$ cat src/rot_pkg.sv
package rot_pkg;

	// pixel dimension and bus address
	typedef logic [15:0] dim_t;
	typedef logic [31:0] addr_t;

	// tile row or column index, beat inside a tile
	typedef logic [12:0] tile_idx_t;
	typedef logic [5:0]  beat_t;

	localparam int TILE_DIM        = 8;   // pixels per tile side
	localparam int TILE_BEATS      = 64;  // beats per read or write phase
	localparam int BYTES_PER_PIXEL = 3;   // rgb
	localparam int NUM_ANGLES      = 4;

	// rotation angle in the encoding of the degrees input
	typedef enum logic [1:0] {
		ANGLE_0   = 2'd0,
		ANGLE_90  = 2'd1,
		ANGLE_180 = 2'd2,
		ANGLE_270 = 2'd3
	} angle_t;

	// sequencer phases
	typedef enum logic [1:0] {
		IDLE  = 2'd0,
		READ  = 2'd1,
		WRITE = 2'd2
	} seq_state_t;

endpackage
$ cat src/rot_if.sv
`timescale 1ns/10ps

// job geometry, latched once per run
interface geom_if;
	rot_pkg::dim_t      height;
	rot_pkg::dim_t      width;
	rot_pkg::dim_t      pad_h;
	rot_pkg::dim_t      pad_w;
	rot_pkg::dim_t      new_h;
	rot_pkg::dim_t      new_w;
	rot_pkg::tile_idx_t tiles_h;
	rot_pkg::tile_idx_t tiles_w;
	rot_pkg::addr_t     dst_base;
	rot_pkg::angle_t    eff_angle;

	modport source (
		output height, width, pad_h, pad_w, new_h, new_w,
		output tiles_h, tiles_w, dst_base, eff_angle
	);

	modport sink (
		input height, width, pad_h, pad_w, new_h, new_w,
		input tiles_h, tiles_w, dst_base, eff_angle
	);
endinterface

// current source pixel and phase
interface coord_if;
	rot_pkg::dim_t       src_y;
	rot_pkg::dim_t       src_x;
	rot_pkg::seq_state_t state;
	logic                beat_fire;

	modport source (
		output src_y, src_x, state, beat_fire
	);

	modport sink (
		input src_y, src_x, state, beat_fire
	);
endinterface

$ cat src/rotate_core.sv
`timescale 1ns/10ps

module rotate_core (
	input  logic            I_CS_HCLK,
	input  logic            I_CS_HRESET_N,
	input  logic            start,
	input  rot_pkg::dim_t   height,
	input  rot_pkg::dim_t   width,
	input  rot_pkg::angle_t degrees,
	input  logic            direction,
	input  logic            dma_ready,
	output rot_pkg::addr_t  addr,
	output rot_pkg::addr_t  dst_img,
	output rot_pkg::dim_t   new_h,
	output rot_pkg::dim_t   new_w,
	output logic            write,
	output logic            busy,
	output logic            imem_pad,
	output logic            intr_done
);

	geom_if  geom ();
	coord_if coord ();

	rot_pkg::addr_t unit_addr [rot_pkg::NUM_ANGLES];  // one per angle

	rot_geometry u_geometry (
		.I_CS_HCLK     (I_CS_HCLK),
		.I_CS_HRESET_N (I_CS_HRESET_N),
		.start         (start),
		.busy          (busy),
		.height        (height),
		.width         (width),
		.degrees       (degrees),
		.direction     (direction),
		.geom          (geom.source)
	);

	tile_sequencer u_sequencer (
		.I_CS_HCLK     (I_CS_HCLK),
		.I_CS_HRESET_N (I_CS_HRESET_N),
		.start         (start),
		.dma_ready     (dma_ready),
		.geom          (geom.sink),
		.coord         (coord.source),
		.busy          (busy),
		.write         (write),
		.imem_pad      (imem_pad),
		.intr_done     (intr_done)
	);

	for (genvar k = 0; k < rot_pkg::NUM_ANGLES; k++) begin : g_unit
		rot_addr_unit #(
			.ANGLE (k)
		) u_addr_unit (
			.geom    (geom.sink),
			.coord   (coord.sink),
			.wr_addr (unit_addr[k])
		);
	end

	bus_addr_select u_addr_select (
		.geom    (geom.sink),
		.coord   (coord.sink),
		.wr_addr (unit_addr),
		.addr    (addr)
	);

	// job geometry to the register file
	assign dst_img = geom.dst_base;
	assign new_h   = geom.new_h;
	assign new_w   = geom.new_w;

endmodule

$ cat src/bus_addr_select.sv
`timescale 1ns/10ps

module bus_addr_select (
	geom_if.sink           geom,
	coord_if.sink          coord,
	input  rot_pkg::addr_t wr_addr [rot_pkg::NUM_ANGLES],
	output rot_pkg::addr_t addr
);

	rot_pkg::addr_t rd_addr;
	rot_pkg::addr_t rd_pixel;

	// row-major source image at byte 0
	assign rd_pixel = rot_pkg::addr_t'(coord.src_y) * rot_pkg::addr_t'(geom.pad_w)
		+ rot_pkg::addr_t'(coord.src_x);
	assign rd_addr  = rd_pixel * rot_pkg::addr_t'(rot_pkg::BYTES_PER_PIXEL);

	always_comb begin
		case (coord.state)
			rot_pkg::READ: begin
				addr = rd_addr;
			end
			rot_pkg::WRITE: begin
				addr = wr_addr[geom.eff_angle];  // unit for the effective angle
			end
			default: begin
				addr = '0;
			end
		endcase
	end

endmodule

$ cat src/rot_addr_unit.sv
`timescale 1ns/10ps

module rot_addr_unit #(
	parameter int ANGLE = 0
) (
	geom_if.sink           geom,
	coord_if.sink          coord,
	output rot_pkg::addr_t wr_addr
);

	rot_pkg::dim_t dst_row;
	rot_pkg::dim_t dst_col;
	rot_pkg::dim_t last_y;
	rot_pkg::dim_t last_x;

	assign last_y = geom.pad_h - rot_pkg::dim_t'(1);
	assign last_x = geom.pad_w - rot_pkg::dim_t'(1);

	// destination row and column in the rotated image
	always_comb begin
		case (rot_pkg::angle_t'(ANGLE))
			rot_pkg::ANGLE_90: begin
				dst_row = coord.src_x;
				dst_col = last_y - coord.src_y;
			end
			rot_pkg::ANGLE_180: begin
				dst_row = last_y - coord.src_y;
				dst_col = last_x - coord.src_x;
			end
			rot_pkg::ANGLE_270: begin
				dst_row = last_x - coord.src_x;
				dst_col = coord.src_y;
			end
			default: begin
				dst_row = coord.src_y;
				dst_col = coord.src_x;
			end
		endcase
	end

	assign wr_addr = geom.dst_base
		+ (rot_pkg::addr_t'(dst_row) * rot_pkg::addr_t'(geom.new_w) + rot_pkg::addr_t'(dst_col))
		* rot_pkg::addr_t'(rot_pkg::BYTES_PER_PIXEL);

endmodule

$ cat src/tile_sequencer.sv
`timescale 1ns/10ps

module tile_sequencer (
	input  logic    I_CS_HCLK,
	input  logic    I_CS_HRESET_N,
	input  logic    start,
	input  logic    dma_ready,
	geom_if.sink    geom,
	coord_if.source coord,
	output logic    busy,
	output logic    write,
	output logic    imem_pad,
	output logic    intr_done
);

	rot_pkg::seq_state_t state;
	rot_pkg::seq_state_t state_next;
	rot_pkg::beat_t      beat;
	rot_pkg::tile_idx_t  tile_row;
	rot_pkg::tile_idx_t  tile_col;
	logic                start_ok;
	logic                beat_last;
	logic                row_last;
	logic                col_last;
	logic                job_last;

	assign start_ok  = start && !busy;
	assign beat_last = (beat == rot_pkg::beat_t'(rot_pkg::TILE_BEATS - 1));
	assign row_last  = (tile_row == geom.tiles_h - 1'b1);
	assign col_last  = (tile_col == geom.tiles_w - 1'b1);
	assign job_last  = row_last && col_last;

	assign busy  = (state != rot_pkg::IDLE);
	assign write = (state == rot_pkg::WRITE);

	assign coord.state     = state;
	assign coord.beat_fire = busy && dma_ready;  // stall while dma not ready

	// pixel inside the tile, row-major over the beat index
	assign coord.src_y = rot_pkg::dim_t'(tile_row) * rot_pkg::dim_t'(rot_pkg::TILE_DIM)
		+ rot_pkg::dim_t'(beat / rot_pkg::TILE_DIM);
	assign coord.src_x = rot_pkg::dim_t'(tile_col) * rot_pkg::dim_t'(rot_pkg::TILE_DIM)
		+ rot_pkg::dim_t'(beat % rot_pkg::TILE_DIM);

	assign imem_pad = (state == rot_pkg::READ) && coord.beat_fire
		&& ((coord.src_y >= geom.height) || (coord.src_x >= geom.width));

	always_comb begin
		state_next = state;
		case (state)
			rot_pkg::IDLE: begin
				if (start_ok)
					state_next = rot_pkg::READ;
			end
			rot_pkg::READ: begin
				if (coord.beat_fire && beat_last)
					state_next = rot_pkg::WRITE;
			end
			rot_pkg::WRITE: begin
				if (coord.beat_fire && beat_last)
					state_next = job_last ? rot_pkg::IDLE : rot_pkg::READ;
			end
			default: begin
				state_next = rot_pkg::IDLE;
			end
		endcase
	end

	always_ff @(posedge I_CS_HCLK) begin
		if (!I_CS_HRESET_N)
			state <= rot_pkg::IDLE;
		else
			state <= state_next;
	end

	always_ff @(posedge I_CS_HCLK) begin
		if (!I_CS_HRESET_N) begin
			beat     <= '0;
			tile_row <= '0;
			tile_col <= '0;
		end else if (start_ok) begin
			beat     <= '0;
			tile_row <= '0;
			tile_col <= '0;
		end else if (coord.beat_fire) begin
			beat <= beat + 1'b1;  // wraps into the next phase
			if (state == rot_pkg::WRITE && beat_last && !job_last) begin
				if (row_last) begin
					tile_row <= '0;
					tile_col <= tile_col + 1'b1;
				end else begin
					tile_row <= tile_row + 1'b1;  // tile row advances first
				end
			end
		end
	end

	// sticky until the next accepted start
	always_ff @(posedge I_CS_HCLK) begin
		if (!I_CS_HRESET_N)
			intr_done <= 1'b0;
		else if (start_ok)
			intr_done <= 1'b0;
		else if (state == rot_pkg::WRITE && coord.beat_fire && beat_last && job_last)
			intr_done <= 1'b1;
	end

endmodule

$ cat src/rot_geometry.sv
`timescale 1ns/10ps

module rot_geometry (
	input  logic            I_CS_HCLK,
	input  logic            I_CS_HRESET_N,
	input  logic            start,
	input  logic            busy,
	input  rot_pkg::dim_t   height,
	input  rot_pkg::dim_t   width,
	input  rot_pkg::angle_t degrees,
	input  logic            direction,
	geom_if.source          geom
);

	rot_pkg::tile_idx_t tiles_h_d;
	rot_pkg::tile_idx_t tiles_w_d;
	rot_pkg::dim_t      pad_h_d;
	rot_pkg::dim_t      pad_w_d;
	rot_pkg::angle_t    eff_d;
	logic               quarter;
	logic               start_ok;

	assign start_ok = start && !busy;

	// ceil(dim / 8), then back to pixels
	assign tiles_h_d = height[15:3] + rot_pkg::tile_idx_t'(|height[2:0]);
	assign tiles_w_d = width[15:3] + rot_pkg::tile_idx_t'(|width[2:0]);
	assign pad_h_d   = {tiles_h_d, 3'b000};
	assign pad_w_d   = {tiles_w_d, 3'b000};

	always_comb begin
		eff_d = degrees;
		if (!direction && degrees == rot_pkg::ANGLE_90)
			eff_d = rot_pkg::ANGLE_270;  // counter-clockwise
		else if (!direction && degrees == rot_pkg::ANGLE_270)
			eff_d = rot_pkg::ANGLE_90;
	end

	assign quarter = (eff_d == rot_pkg::ANGLE_90) || (eff_d == rot_pkg::ANGLE_270);

	always_ff @(posedge I_CS_HCLK) begin
		if (!I_CS_HRESET_N) begin
			geom.height    <= '0;
			geom.width     <= '0;
			geom.pad_h     <= '0;
			geom.pad_w     <= '0;
			geom.new_h     <= '0;
			geom.new_w     <= '0;
			geom.tiles_h   <= '0;
			geom.tiles_w   <= '0;
			geom.dst_base  <= '0;
			geom.eff_angle <= rot_pkg::ANGLE_0;
		end else if (start_ok) begin
			geom.height    <= height;
			geom.width     <= width;
			geom.pad_h     <= pad_h_d;
			geom.pad_w     <= pad_w_d;
			geom.new_h     <= quarter ? pad_w_d : pad_h_d;  // swap on right angle
			geom.new_w     <= quarter ? pad_h_d : pad_w_d;
			geom.tiles_h   <= tiles_h_d;
			geom.tiles_w   <= tiles_w_d;
			geom.dst_base  <= rot_pkg::addr_t'(pad_h_d) * rot_pkg::addr_t'(pad_w_d)
				* rot_pkg::addr_t'(rot_pkg::BYTES_PER_PIXEL);
			geom.eff_angle <= eff_d;
		end
	end

endmodule

$ cat config.mk
export PLATFORM = sky130hd
export DESIGN_NAME = rotate_core
export DESIGN_NICKNAME = d
export VERILOG_FILES = /design/src/rot_pkg.sv /design/src/rot_if.sv /design/src/rotate_core.sv /design/src/bus_addr_select.sv /design/src/rot_addr_unit.sv /design/src/tile_sequencer.sv /design/src/rot_geometry.sv
export SDC_FILE = /design/constraint.sdc
export NUM_CORES = 2
export LEC_CHECK = 0
export BUFFER_PORTS_ARGS = -buffer_cell sky130_fd_sc_hd__buf_2
export CAP_MARGIN = 20
export CORE_AREA = 3 3 322 324
export CTS_CLUSTER_DIAMETER = 30
export DETAILED_ROUTE_END_ITERATION = 8
export DIE_AREA = 0 0 325 327
export PLACE_DENSITY = 0.84
export SLEW_MARGIN = 20
export SYNTH_ARGS = -nofsm -noshare
export SYNTH_HDL_FRONTEND = slang
export SYNTH_SLANG_ARGS = --single-unit
$ cat constraint.sdc
create_clock -name I_CS_HCLK -period 13.8 [get_ports I_CS_HCLK]
set_clock_uncertainty 0.05 [all_clocks]
set_input_delay 0.69 -clock I_CS_HCLK [delete_from_list [all_inputs] [get_ports I_CS_HCLK]]
set_output_delay 0.69 -clock I_CS_HCLK [all_outputs]
set_load 0.03 [all_outputs]
==> flow_summary.ini <==
[hold_path]
hold-path-endpoint = u_geometry.geom.width[1]$_SDFFE_PN0P_
hp-class = in2reg
hold_path_startpoint = width[1]
hold_depth = 3

[timing]
worstMarginPinSlew_ns = 1.264
setup_violations = 0
fmax_ghz = 0.07830
relSlewSlack = 0.1577
drv_slew = 0
period_needed_ns = 12.77
tns_ns = 0
period_share = 0.9255
rsz0062_at_grt = false
hold_viol = 0

[route]
dr_wl_met3_mm = 23.65
wire_per_inst_um = 23.02
vias = 53830
topRoutingLayerUsed = met5
wl_met2_mm = 87.07
first_pass_iters = 8
wl_met1_mm = 71.38
drc = 0
wirelength_mm = 202.2
viasPerCell = 6.129
ant_nets = 0
drtIter0Drc = 5171

[global_route]
grt_pass1_wl_mm = 309.1
grt_max_degree = 85
antenna_found_initial = 2
grt_usage = 0.3776
grt_pass1_vias = 54660
gr-total-overflow = 0

[worst_setup_path]
path_delay_family = adder cells
critPathMaxFanout = 14
r2r-end = u_sequencer.tile_row[5]$_SDFFE_PP0P_
cp.arrival_ns = 12.03
r2r_slack_ns = 9.35
path_class = reg2out
critical_path.max_stage_delay_ns = 0.69
crit_slowest_cell = dfxtp_1
crit_top_cell = fa_1
cp-end-kind = primary output
worstPathRequired_ns = 13.06
r2r-start = u_geometry.geom.tiles_w[0]$_SDFFE_PN0P_
cp-start-kind = flop
rr_worst_depth = 13
crit_buf_inv = 7

[finish]
flow.area_growth_from_synthesis_pct = 4.384
final_layout_size_suffix_gt1_frac = 0.05435
final_nets = 9319
diodes = 0
layout_common_cells = inv_1, nand2_1, fa_1
final_common_cell = inv_1

[clocking]
clkTransAtPathRegs_ns = 0.07
htree_num_levels = 4
cts_buffers = 17
cts_tree = done
clkSinkCount = 147
cts_resized = 0
holdBufCountCts = 0
post_cts_buffers = 0
cts_buffer_depth = 2
insertion_delay_ns = 0.50
cts_root_buffer = clkbuf_16

[synthesis]
synth_edf_count = 0
ys_seq_area_frac = 0.04712
syn_area_um2 = 62450
syn_area_per_cell_um2 = 8.387
ys_seq_elements = 147
syn_inst = 7446
yosys_warnings = 0
synth_ff_type = dfxtp_1
async_reset_ff_frac = 0
synth_cell_types = 109

[floorplanning]
die_area_um2 = 106300
io_pins = 139
start_util = 0.6156
core_area_um2 = 101400
die_w_um = 325
rows = 117
die_y_um = 327

[outcome]
status = completed

[placement]
globalplace.congestion = 1.096
hpwlAfterDp_mm = 164.0
io_buffers = 126

[run]
maxCapViolations = 0
## flip-flops by register name, indices dropped and copies added (netlist names), 13 cells and up
register,flops
u_geometry.geom.dst_base,26
u_geometry.geom.height,16
u_geometry.geom.width,16
u_geometry.geom.new_h,13
u_geometry.geom.new_w,13
u_geometry.geom.pad_h,13
u_geometry.geom.tiles_w,13
u_sequencer.tile_col,13
u_sequencer.tile_row,13
## synth_stat cells, drive strengths merged (55+ instances only)
| master | instances | area share |
|---|---|---|
| nand3 | 91 | 0.0073 |
| o21bai | 55 | 0.0066 |
| clkbuf | 303 | 0.019 |
| nand2b | 60 | 0.0060 |
| a21o | 160 | 0.019 |
| a211oi | 62 | 0.0075 |
| nand2 | 1049 | 0.063 |
| a21oi | 363 | 0.029 |
| and2 | 394 | 0.040 |
| dfxtp | 147 | 0.047 |
| nor3 | 78 | 0.0063 |
| fa | 1028 | 0.33 |
| inv | 1223 | 0.074 |
| xnor2 | 336 | 0.047 |
| o21ai | 180 | 0.014 |
| nor2b | 100 | 0.010 |
| ha | 850 | 0.17 |
| nor2 | 345 | 0.021 |
| xor2 | 106 | 0.015 |
## cells by family (layout without fill, tap and decap cells)
group / count (synthesis) / after routing / share of synthesized area
AOI/OAI and AO/OA: 1087 / 1087 / 0.1130
xor gates and xnor gates: 444 / 444 / 0.06295
adders and majority gates: 1878 / 1878 / 0.4998
buffers and inverters: 1571 / 1529 / 0.09574
DFF: 147 / 147 / 0.04712
muxes: 32 / 32 / 0.008955
other: 1 / 12 / 0.00006005
and+or+nand+nor: 2286 / 2286 / 0.1724
## how the worst max path moves through the flow
stage | start | to | slack [ns] | cells after the start
after detailed placement | u_geometry.geom.tiles_w[1]$_SDFFE_PN0P_ | addr[31] | 1.45 | 43
final | u_sequencer.tile_col[2]$_SDFFE_PP0P_ | addr[31] | 1.03 | 43
after global routing | u_sequencer.tile_col[2]$_SDFFE_PP0P_ | addr[31] | 0.23 | 43
after global placement | u_geometry.geom.tiles_w[1]$_SDFFE_PN0P_ | addr[31] | 1.70 | 46
after CTS | u_geometry.geom.tiles_w[1]$_SDFFE_PN0P_ | addr[31] | 0.92 | 43
after floorplan | u_sequencer.tile_row[0]$_SDFFE_PP0P_ | addr[30] | 2.42 | 45
## metal layers
metal  vias up  track usage
met5         -            0
met4         2       0.3072
met3       796      0.09392
met2      3156       0.5726
met1     26270       0.4580
li1      23610            -
## area by class of cell
type | count | area [um2]
Multi-Input combinational cell | 5739 | 53630
Fill cell | 8295 | 36260
Inverter | 1228 | 4611
Sequential cell | 147 | 2963
Timing Repair Buffer | 269 | 1717
Tap cell | 1368 | 1712
Clock buffer | 19 | 442.9
Clock inverter | 13 | 118.9
## per-stage QoR
stage          hold WS [ns]  utilization  instance area (um2)  cells  worst slack [ns]
5_1_grt              0.4112       0.6426                65190   8783            0.2339
4_1_cts              0.3894       0.6424                65170   8783            0.9174
6_report             0.3945       0.6426                65190   8783             1.028
2_1_floorplan        0.3863            -                62490   7457             2.425
3_3_place_gp         0.3878       0.6366                64580   8750             1.702
3_5_place_dp         0.3937       0.6369                64610   8751             1.447
## worst min-delay path: cells and delay by family
family	cells	cell delay, ns
simple gates	1	0.05
compound gates	1	0.05
buf+inv	1	0.10
Power is left out: the tool's default activity adds up to more than one toggle a clock period on the data nets, which glitch-free logic cannot reach.
